--- config.mk ---
export PLATFORM = sky130hd
export DESIGN_NAME = pht_update
export DESIGN_NICKNAME = d
export VERILOG_FILES = /design/src/source/bpu_pkg.sv /design/src/source/pht_update.sv
export SDC_FILE = /design/constraint.sdc
export NUM_CORES = 1
export LEC_CHECK = 0
export ABC_AREA = 1
export ABC_CLOCK_PERIOD_IN_PS = 920
export BUFFER_PORTS_ARGS = -buffer_cell sky130_fd_sc_hd__buf_2
export CAP_MARGIN = 20
export CORE_MARGIN = 2
export CORE_UTILIZATION = 36
export CTS_CLUSTER_DIAMETER = 80
export CTS_CLUSTER_SIZE = 10
export DETAILED_ROUTE_END_ITERATION = 6
export PLACE_DENSITY = 0.82
export SLEW_MARGIN = 20
export SYNTH_ARGS = -nofsm -noshare
export SYNTH_HDL_FRONTEND = slang
export SYNTH_SLANG_ARGS = --single-unit
--- constraint.sdc ---
create_clock -name clk -period 0.92 [get_ports clk]
set_input_delay 0.092 -clock clk [delete_from_list [all_inputs] [get_ports clk]]
set_output_delay 0.092 -clock clk [all_outputs]
set_load 0.005 [all_outputs]
--- src/source/bpu_pkg.sv ---
package bpu_pkg;

    // table geometry, direct mapped on the word address
    localparam int PHT_ENTRIES = 256;
    localparam int PHT_INDEX_W = 8;  // pc[9:2]
    localparam int PHT_TAG_W   = 22; // pc[31:10]

    localparam logic [31:0] RESET_PC = 32'hbfc0_0000; // boot vector

    // 2-bit saturating counter
    // bit 1 set means predict not taken
    typedef enum logic [1:0] {
        WEAK_TAKEN       = 2'b00,
        STRONG_TAKEN     = 2'b01,
        WEAK_NOT_TAKEN   = 2'b10,
        STRONG_NOT_TAKEN = 2'b11
    } pht_count_t;

    // one table line, count in the top two bits
    typedef struct packed {
        pht_count_t             count;
        logic [PHT_TAG_W-1:0]   tag;
        logic [31:0]            target;
    } pht_entry_t;

endpackage

--- src/source/pht_update.sv ---
`timescale 1ns/10ps

module pht_update import bpu_pkg::*; (
    input  logic                   clk,
    input  logic                   reset,
    input  logic [31:0]            res_pc,
    input  pht_count_t             res_old_count,
    input  logic                   res_is_branch,
    input  logic                   res_taken,
    input  logic [31:0]            res_target,
    output logic                   pht_we,
    output logic [PHT_INDEX_W-1:0] pht_wr_index,
    output pht_entry_t             pht_wr_entry
);

    logic [31:0] res_pc_q;
    pht_count_t  res_old_count_q;
    logic        res_is_branch_q;
    logic        res_taken_q;
    logic [31:0] res_target_q;
    pht_count_t  new_count;

    always_ff @(posedge clk) begin
        if (reset) begin
            res_is_branch_q <= 1'b0;
        end else begin
            res_is_branch_q <= res_is_branch;
        end
    end

    always_ff @(posedge clk) begin
        res_pc_q        <= res_pc;
        res_old_count_q <= res_old_count;
        res_taken_q     <= res_taken;
        res_target_q    <= res_target;
    end

    // one step per outcome, saturating at both strong states
    always_comb begin
        case (res_old_count_q)
            STRONG_NOT_TAKEN: new_count = res_taken_q ? WEAK_NOT_TAKEN : STRONG_NOT_TAKEN;
            WEAK_NOT_TAKEN:   new_count = res_taken_q ? WEAK_TAKEN     : STRONG_NOT_TAKEN;
            WEAK_TAKEN:       new_count = res_taken_q ? STRONG_TAKEN   : WEAK_NOT_TAKEN;
            STRONG_TAKEN:     new_count = res_taken_q ? STRONG_TAKEN   : WEAK_TAKEN;
            default:          new_count = WEAK_TAKEN;
        endcase
    end

    assign pht_we       = res_is_branch_q;
    assign pht_wr_index = res_pc_q[PHT_INDEX_W+1:2];
    assign pht_wr_entry = '{count:  new_count,
                            tag:    res_pc_q[31:PHT_INDEX_W+2],
                            target: res_target_q};

endmodule

Word-level counts from Yosys, hierarchy flattened
Index checks and enable logic that the tools add are counted.
{"block": "totals", "ff_bits": 68, "word_cells": 14, "input_bits": 70, "out_inout_bits": 65}
{"block": "op_classes", "n_reduce_logical": 1, "eq_ne": 3, "n_mux": 5}
{"op": "case mux 2 bit (4 select lines)", "n": 1}
{"op": "equality test 2 bit (second input constant)", "n": 2}
{"op": "2-to-1 mux 2 bit", "n": 2}
{"op": "equality test 2 x 1 -> 1 bit (second input constant)", "n": 1}
{"op": "logical NOT 2 bit", "n": 1}
{"op": "2-to-1 mux 1 bit", "n": 2}

Longest topological paths before layout
{"block": "depth", "depth_word": 2, "mapped_depth": 3, "mapped_depth_nobuf": 3}

Worst setup path before layout
Ideal clock, no wire load.
{"block": "synth_path", "kind": "register to output", "start": "reg res_old_count_q[0]", "end": "out pht_wr_entry[54] (netlist bit)", "path_stages_with_launch": 4, "path_slack_ps": 316, "t_arrival_ps": 512, "path_buffers": 0, "t_required_ps": 828, "path_cell_list": "dfxtp_1 -> nor2_1 -> nand2_1 -> nand3_1"}
{"element": "from (decl)", "line_no": "pht_update.sv:17", "source": "pht_count_t res_old_count_q;"}
{"element": "from (signal assigned)", "line_no": "pht_update.sv:33", "source": "res_old_count_q <= res_old_count;"}
{"element": "to (decl)", "line_no": "pht_update.sv:13", "source": "output pht_entry_t pht_wr_entry"}

==> reports/qor.txt <==
Critical hold path startpoint: res_pc[12]
Rows: 22
Largest net degree at the start of global routing: 11
Layout cells sized above 1: 51.2%
NetSw: 1.15 mW
Pwr/cell area: 1990 nW/um^2
Vias in the first global route: 1,518
Sw frac: 19.7%
DRT Wirelength: 4480 microns
Max Freq: 0.887 GHz
GRT overflow: 0
First-pass GRT wire length: 6380 microns
Hold WS: 0.402 ns
CP Class: reg -> out
Int Pwr: 4.70 mW
Root Driver: clkbuf_8
Final Core Density: 80.5%
Synth area leaders: dfxtp_1 (97%), inv_1 (0.82%), nand2_1 (0.82%)
Die height: 65.6 microns
Hold Violations, Final: 0
Min-Delay Path Class: in -> reg
Placed instance area: 2090 sq um
Via count: 1,348
Wire per inst: 13.2 microns
Max Cap Viol: 0
Dpl cells: 257
Distinct cell type count after synthesis: 6
Leakage: 1.48 nW
Slew HR: 88.3%
Final period util: 123%
Initial antenna violation count: 0
Syn Area/Cell: 17.7 sq um
RSZ-0062 raised after global routing: true
Hold endpoint: res_pc_q[12]
Sequential share of the synthesized area: 96.7%
Total GRT Usage: 21.3%
Crit path DAT: 1.04 ns
Fin nets: 357
Max Root-Sink Buffers: 2
Initial drt markers: 24
Design Area, Final: 2950 sq um
Initial Util: 37.3%
Syn Nets: 147
Post-route DRC: 0
Sequential power share: 52.2%
Setup WS post-layout: -0.208 ns
Antenna Nets Post-Route: 0
Io pins: 135
DIE AREA: 4300 sq um
Minimum clock period after layout: 1.13 ns
Power share of the clock group: 38.4%
Chip width: 65.6 microns
Port Buf Inserts: 132
Ant. Diodes: 0
Comb pwr share: 9.5%
Placeable core area: 3660 sq um
CTS tree: yes
Post-synth top area share: 96.7%
Synthesized flop and latch total: 66
Mapped Area: 1370 sq um
GP Congestion: 0.657
CP Max Fanout: 4
DRT Pass-1 Iters: 4
Vias per cell: 3.98
Post-DP HPWL: 2430 microns
Status: complete, but fails checks
Startpoint types: register
Synth warnings: 0
Clock-pin transition on the worst setup and hold timing paths: 0.06 ns
Worst Max-Slew Pin Slew: 0.174 ns
Count of final max-slew check failures: 0
Failing checks: negative setup slack
Leading area contributor after synthesis: dfxtp_1
Hold Path Depth: 2
Critical Path End Type: primary output
CTS Sinks: 66
Area Overhead vs Synth: 116%
Cts bufs inserted: 9
Setup-failing EPs final: 2
H-tree Lvls: 3
VDD IR max: 0.00145 V
Tot Pwr: 5.86 mW
Required @ worst endpoint: 0.83 ns
Finished Layout Cells: 339
Cells after Synth: 77
## sequential cells by signal, summed over array words and instances, names as in the netlist
name	cells
res_target_q	32
res_pc_q	30
res_taken_q	1
pht_we	1
res_old_count_q	2
## power groups by stage
stage                     logic [mW]  clock network, mW  registers (mW)
after floorplan               0.0118                  0            3.14
after global placement         0.313                  0            3.11
after detailed placement       0.321                  0            3.12
after CTS                      0.538               2.29            3.05
after global routing           0.599               2.42            3.07
final                          0.555               2.25            3.06
## per-stage QoR
stage | setup TNS (ns) | worst slack (ns)
2_1_floorplan | 0 | 0.316
6_report | -0.358 | -0.208
4_1_cts | -0.255 | -0.155
5_1_grt | -0.424 | -0.215
3_5_place_dp | 0 | 0.147
3_3_place_gp | 0 | 0.203
## final cells by class
| type | count | area (sq um) |
|---|---|---|
| clock buffers | 12 | 145 |
| clock inverters | 3 | 40.0 |
| fillers | 217 | 714 |
| inverters | 3 | 11.3 |
| multi-input cells | 8 | 33.8 |
| flip-flops and latches | 66 | 1330 |
| well taps | 48 | 60.1 |
| repair buffers | 199 | 1330 |
## placed cells by master (no fill, tap or decap)
cell / netlist / routed
dfxtp_1: 66 / 63
clkbuf_8: 0 / 10
buf_2: 0 / 132
nand2_1: 3 / 3
dlygate4sd3_1: 0 / 67
clkinv_2: 0 / 2
inv_2: 0 / 1
bufinv_16: 0 / 1
inv_1: 3 / 2
nor2_1: 2 / 2
o21ai_1: 0 / 1
clkbuf_1: 0 / 2
dfxtp_2: 0 / 3
nand3_1: 2 / 2
## what timing repair did
item                       in CTS  in global routing
pin swaps                       0                  0
setup buffers                   0                  0
setup endpoints to repair       2                  2
hold buffers                   67                  0
hold endpoints to repair       66                  0
gates resized for setup         4                  1
## critical path: stages (launching register included)
cell	delay, ns
dfxtp_2	0.36
nand2_1	0.08
o21ai_1	0.12
buf_2	0.16
## worst max path at each step
stage,start,to
global route,res_old_count_q[0],pht_wr_entry[55]
floorplan,res_old_count_q[0],pht_wr_entry[54]
global placement,res_taken_q,pht_wr_entry[54]
detailed placement,res_taken_q,pht_wr_entry[54]
CTS,res_taken_q,pht_wr_entry[54]
finish,res_old_count_q[0],pht_wr_entry[55]
## synthesized netlist by cell type, drive strengths merged
cell type and count:
dfxtp 66, inv 3, nand2 3, nand3 2
nor2 2, o21ai 1
## per-layer routing
metal  GRT usage [%]  vias up  share of wire, %  routed length (microns)
met5               0        -                 0                        0
met2            40.1       89                54                     2420
met3            8.05       20               9.0                      401
met1            17.7      585                33                     1480
met4            15.4        0               3.8                      170
li1                -      654                 -                        -
## cell families (layout without fill, tap and decap cells)
| logic type | Yosys count | in the layout | share of synthesized area, % |
|---|---|---|---|
| AOI/OAI and AO/OA | 1 | 1 | 0.366 |
| and+or+nand+nor | 7 | 7 | 2.11 |
| buffers and inverters | 3 | 217 | 0.824 |
| DFF | 66 | 66 | 96.7 |
Power figures use the tool's default switching activity.
