`config.mk`:
```
export PLATFORM = sky130hd
export DESIGN_NAME = fetch_pc_gen
export DESIGN_NICKNAME = d
export VERILOG_FILES = /design/src/source/bpu_pkg.sv /design/src/source/fetch_pc_gen.sv
export SDC_FILE = /design/constraint.sdc
export NUM_CORES = 1
export LEC_CHECK = 0
export BUFFER_PORTS_ARGS = -buffer_cell sky130_fd_sc_hd__buf_2
export CELL_PAD_IN_SITES_DETAIL_PLACEMENT = 1
export CELL_PAD_IN_SITES_GLOBAL_PLACEMENT = 1
export CORE_MARGIN = 5
export CORE_UTILIZATION = 39
export DETAILED_ROUTE_END_ITERATION = 10
export GPL_TIMING_DRIVEN = 0
export HOLD_SLACK_MARGIN = 0.15
export PLACE_DENSITY = 0.79
export SLEW_MARGIN = 20
export SYNTH_ARGS = -nofsm -noshare
export SYNTH_HDL_FRONTEND = slang
export SYNTH_SLANG_ARGS = --single-unit
```
`constraint.sdc`:
```
create_clock -name clk -period 3.7 [get_ports clk]
set_clock_uncertainty 0.1 [all_clocks]
set_input_delay 0.74 -clock clk [delete_from_list [all_inputs] [get_ports clk]]
set_output_delay 0.74 -clock clk [all_outputs]
set_load 0.02 [all_outputs]
```
`src/source/bpu_pkg.sv`:
```
package bpu_pkg;

    // table geometry, direct mapped on the word address
    localparam int PHT_ENTRIES = 256;
    localparam int PHT_INDEX_W = 8;  // pc[9:2]
    localparam int PHT_TAG_W   = 22; // pc[31:10]

    localparam logic [31:0] RESET_PC = 32'hbfc0_0000; // boot vector

    // 2-bit saturating counter
    // bit 1 set means predict not taken
    typedef enum logic [1:0] {
        WEAK_TAKEN       = 2'b00,
        STRONG_TAKEN     = 2'b01,
        WEAK_NOT_TAKEN   = 2'b10,
        STRONG_NOT_TAKEN = 2'b11
    } pht_count_t;

    // one table line, count in the top two bits
    typedef struct packed {
        pht_count_t             count;
        logic [PHT_TAG_W-1:0]   tag;
        logic [31:0]            target;
    } pht_entry_t;

endpackage

```
`src/source/fetch_pc_gen.sv`:
```
`timescale 1ns/10ps

module fetch_pc_gen import bpu_pkg::*; (
    input  logic        clk,
    input  logic        reset,
    input  logic        ds_allowin,
    input  logic        redirect_valid,
    input  logic [31:0] redirect_pc,
    input  logic        lookup_hit,
    input  logic [31:0] lookup_target,
    output logic [31:0] fs_pc
);

    logic        pend_valid;  // target waiting behind the delay slot
    logic [31:0] pend_target;
    logic [31:0] pc_next;
    logic        arm;

    // redirect, then pending target, then sequential
    always_comb begin
        arm = 1'b0;
        if (redirect_valid) begin
            pc_next = redirect_pc;
        end else if (pend_valid) begin
            pc_next = pend_target;
        end else begin
            pc_next = fs_pc + 32'd4; // next is the delay slot on a hit
            arm     = lookup_hit;
        end
    end

    always_ff @(posedge clk) begin
        if (reset) begin
            fs_pc      <= RESET_PC;
            pend_valid <= 1'b0;
        end else if (redirect_valid || ds_allowin) begin
            fs_pc      <= pc_next;
            pend_valid <= arm && ds_allowin;
        end
    end

    always_ff @(posedge clk) begin
        if (arm && ds_allowin) begin
            pend_target <= lookup_target;
        end
    end

endmodule

```
# Word-level counts from Yosys, hierarchy flattened
# Cells that the tools add are included.
[word_totals]
reg_bits = 65
input_bits = 69
out_inout_bits = 32
elab_cells = 10
[classes]
addsub = 1
mux = 4
n_reduce_logical = 2
[op_table]
columns = ["cell", "count"]
rows = [
  ["two-way mux 32 bit", 2],
  ["adder 32 x 3 -> 32 bit, second input constant", 1],
  ["two-way mux 1 bit", 2],
  ["logical AND 1 bit", 1],
  ["logical OR 1 bit", 1],
]

# Longest topological paths before layout
[depth]
depth_word = 3
mapped_depth = 7
ltp_nobuf = 5

# Worst setup path before layout
# OpenSTA, ideal clock, no wires.
[synth_path]
path_type = "input to register"
from = "input ds_allowin"
to = "register pend_target[0], enable pin"
setup_ns = 0.393
t_arrival_ns = 2.317
required_ns = 3.207
slack_ns = 0.890
stages = 4
n_path_buf = 3
cell_sequence = "buf_2 > clkbuf_1 > clkbuf_1 > and3_1"
[synth_between]
elab_chain_len = 1
[synth_lines]
columns = ["item", "line", "source"]
rows = [
  ["start: declaration", "fetch_pc_gen.sv:6", "input logic ds_allowin,"],
  ["logical AND 1 bit", "fetch_pc_gen.sv:43", "if (arm && ds_allowin) begin"],
  ["end signal: assignment", "fetch_pc_gen.sv:44", "pend_target <= lookup_target;"],
  ["end: declaration", "fetch_pc_gen.sv:15", "logic [31:0] pend_target;"],
]
# Every way passes these cells.
# A chain may end at the register's enable or synchronous reset.

# Worst setup path after layout
[layout_path]
from = "input ds_allowin"
to = "register pend_target[26], enable pin"
# The elaborated chain is that of the path after synthesis.

==> results.py <==
metrics = {
    "outcome": {
        "status": "finished clean",
    },
    "place": {
        "pre_cts_slack_ns": 0.5907,
        "place.port_buffers": 99,
        "dp.final_hpwl_um": 10020,
        "gp_congestion": 0.9021,
        "placed_cells": 591,
    },
    "sta": {
        "setup_violations": 0,
        "hold_violations": 0,
        "drv_slew": 0,
        "setup_ws_ns": 1.010,
        "rsz0062_at_grt": "no",
        "period_share_pct": 72.71,
        "period_minus_slack_ns": 2.690,
        "tightest_slew_ns": 1.025,
        "maxSlewHeadroom_pct": 31.06,
        "fmax_ghz": 0.3717,
    },
    "worst_setup_path": {
        "crit-reg2reg-launch": "fs_pc[2]$_SDFFE_PP0P_",
        "worst_setup_path_start_kind": "input port",
        "path_cells": "buf_2, clkbuf_1, clkbuf_1, and3_2, buf_16",
        "slowest_stage": "and3_2",
        "cp.arrival_ns": 2.66,
        "regToRegSetupSlack_ns": 1.19,
        "crit_path_frequent_cell": "clkbuf_1",
        "critical_path_class": "in -> reg",
        "crit_buf_inv": 4,
        "startpoint": "ds_allowin",
        "regToRegEndpoint": "fs_pc[28]$_SDFFE_PP1P_",
        "worstSetupEndpointType": "flip-flop",
        "setup.worst_path.end": "pend_target[26]$_DFFE_PP_",
        "worstPathRequired_ns": 3.67,
        "crit_family": "buffers and inverters",
        "max_stage_delay_ns": 0.54,
        "rr_worst_depth": 5,
        "path_depth": 5,
        "cp_max_fo": 22,
    },
    "route": {
        "first_pass_iters": 5,
        "drt_iter0_drc": 302,
        "drc_errors": 0,
        "ant_nets": 0,
        "routed_wl_um": 13910,
        "vias": 3788,
        "avgRoutedWirePerCell_um": 22.92,
        "via_per_inst": 6.241,
    },
    "power_and_ir_drop": {
        "irDropWorstVdd_uv": 217.0,
        "power_switching_uw": 548.6,
        "p_seq_share_pct": 49.3,
        "p_sw_share_pct": 32.31,
        "clockPowerShare_pct": 33.7,
        "p_leak_uw": 0.001689,
        "internal_power_uw": 1149,
        "cellPowerDensity_nw_per_um2": 386.9,
        "combPwrFrac_pct": 16.9,
    },
    "floorplan": {
        "core_area_um2": 8806,
        "dieArea_um2": 11120,
        "start_util_pct": 40.34,
        "die_x_um": 105.4,
        "io_pins": 101,
        "dieHeight_um": 105.4,
        "row_count": 34,
    },
    "yosys": {
        "async_reset_ff_share_pct": 0,
        "ys_types": 63,
        "ys.flop_type": "dfxtp_1",
        "ys_seq_area_share_pct": 45.65,
        "syn-num-nets": 453,
        "synth_seq_cells": 65,
        "synth-edff-count": 32,
        "netlist_area_um2": 3552,
        "syn_inst": 383,
        "synth_warnings": 0,
        "syn_avg_cell_area_um2": 9.275,
    },
    "clock_tree": {
        "clkTransAtPathRegs_ns": 0.09,
        "cts_hold_buf": 0,
        "cts_tree": "yes",
        "cts_setup_buffers": 0,
        "root_buffer": "clkbuf_8",
        "post_cts_resize_count": 0,
        "htree_num_levels": 3,
        "cts.sinks": 65,
        "cts_buffer_depth": 2,
        "insertion_delay_ns": 0.36,
        "cts_buffers": 9,
    },
    "global_routing": {
        "track_usage_pct": 25.00,
        "grt_overflow": 0,
        "grt_pass1_wl_um": 21820,
        "grt_pass1_vias": 4006,
        "grt_max_degree": 23,
        "antenna_found_initial": 0,
    },
    "finish": {
        "layout_commonest_cell": "buf_2",
        "final_cell_mix": "106 x buf_2, 33 x dfxtp_1, 32 x edfxtp_1",
        "multi_input_area_um2": 1775,
        "area_growth_syn_to_layout_pct": 23.56,
        "num-nets-final": 564,
        "n_antenna_cell": 0,
        "final_cells": 607,
        "final_util_pct": 49.84,
        "layout-drive-gt1-share_pct": 28.26,
        "register_area_um2": 1622,
        "fillers": 1080,
    },
    "flow_run": {
        "drv_cap": 0,
    },
    "worst_hold_path": {
        "min_path_type": "in -> reg",
    },
}
[power by group through the flow]
stage / registers [uW] / logic (uW) / clock network (uW)
3_5_place_dp: 853 / 285 / 0
3_3_place_gp: 852 / 273 / 0
6_report: 838 / 288 / 573
5_1_grt: 844 / 312 / 614
4_1_cts: 837 / 287 / 586
2_1_floorplan: 871 / 134 / 0
[worst min path at each step]
stage	startpoint	end	cells after the start
global placement	pend_target[13]$_DFFE_PP_	fs_pc[13]$_SDFFE_PP0P_	2
global route	lookup_target[5]	pend_target[5]$_DFFE_PP_	1
CTS	lookup_target[1]	pend_target[1]$_DFFE_PP_	1
detailed placement	pend_target[13]$_DFFE_PP_	fs_pc[13]$_SDFFE_PP0P_	2
finish	lookup_target[27]	pend_target[27]$_DFFE_PP_	1
floorplan	pend_target[13]$_DFFE_PP_	fs_pc[13]$_SDFFE_PP0P_	2
[through the flow]
step | total power, uW | TNS, ns | hold WS, ns | area, um^2
after floorplan | 1005 | 0 | 0.3918 | 3552
after global placement | 1125 | -1.604 | 0.4316 | 4183
after detailed placement | 1138 | 0 | 0.4459 | 4212
after CTS | 1709 | 0 | 0.4341 | 4389
after global routing | 1769 | 0 | 0.4288 | 4389
final | 1698 | 0 | 0.4446 | 4389
[per-layer routing]
metal  share of wire (%)  global-route usage, %
met5                   0                      0
met2                  49                  41.17
met3                 7.4                  6.235
met4                 2.1                  9.091
met1                  42                  31.78
[flip-flops by register name (all words and copies together) (netlist names)]
signal	count
fs_pc	32
pend_target	32
pend_valid	1
[cells in the mapped netlist (8+ instances only)]
library cell	n	area, um^2
dfxtp_1	33	660.6
edfxtp_1	32	960.9
nand2_1	31	116.4
a21oi_1	29	145.1
nand3_1	23	115.1
clkbuf_1	22	82.58
nor2_1	19	71.32
o21ai_0	19	95.09
nand4_1	14	87.58
a31oi_1	12	75.07
nor2b_1	11	68.82
o211ai_1	9	67.56
nor4_1	8	50.05
[worst reg2reg max path: stages, from the launching register on]
cell and delay, ns:
dfxtp_1 0.50, ha_1 0.31, nand4_1 0.26, nor4_2 0.76
nand2_1 0.17, o311ai_0 0.30
[kinds of logic (layout without fill, tap and decap cells)]
| family | after synthesis | in the layout | share of synthesized area [%] |
|---|---|---|---|
| AO/OA/AOI/OAI | 120 | 120 | 22.83 |
| AND/OR/NAND/NOR | 157 | 157 | 25.85 |
| multiplexers | 3 | 3 | 0.9158 |
| flip-flops | 65 | 65 | 45.65 |
| buffers and inverters | 37 | 153 | 4.402 |
| adder cells (fa/ha/maj) | 1 | 1 | 0.3522 |
[cell type report]
class                   instances  share of cell area [%]
clock inverters                 7                   1.226
clock buffers                   9                   2.822
flip-flops and latches         65                   36.94
inverters                       4                  0.3421
well taps                     108                   3.079
repair buffers                100                   11.92
plain buffers                  33                   3.221
multi-input cells             281                   40.45
(Power assumes the default switching activity.)
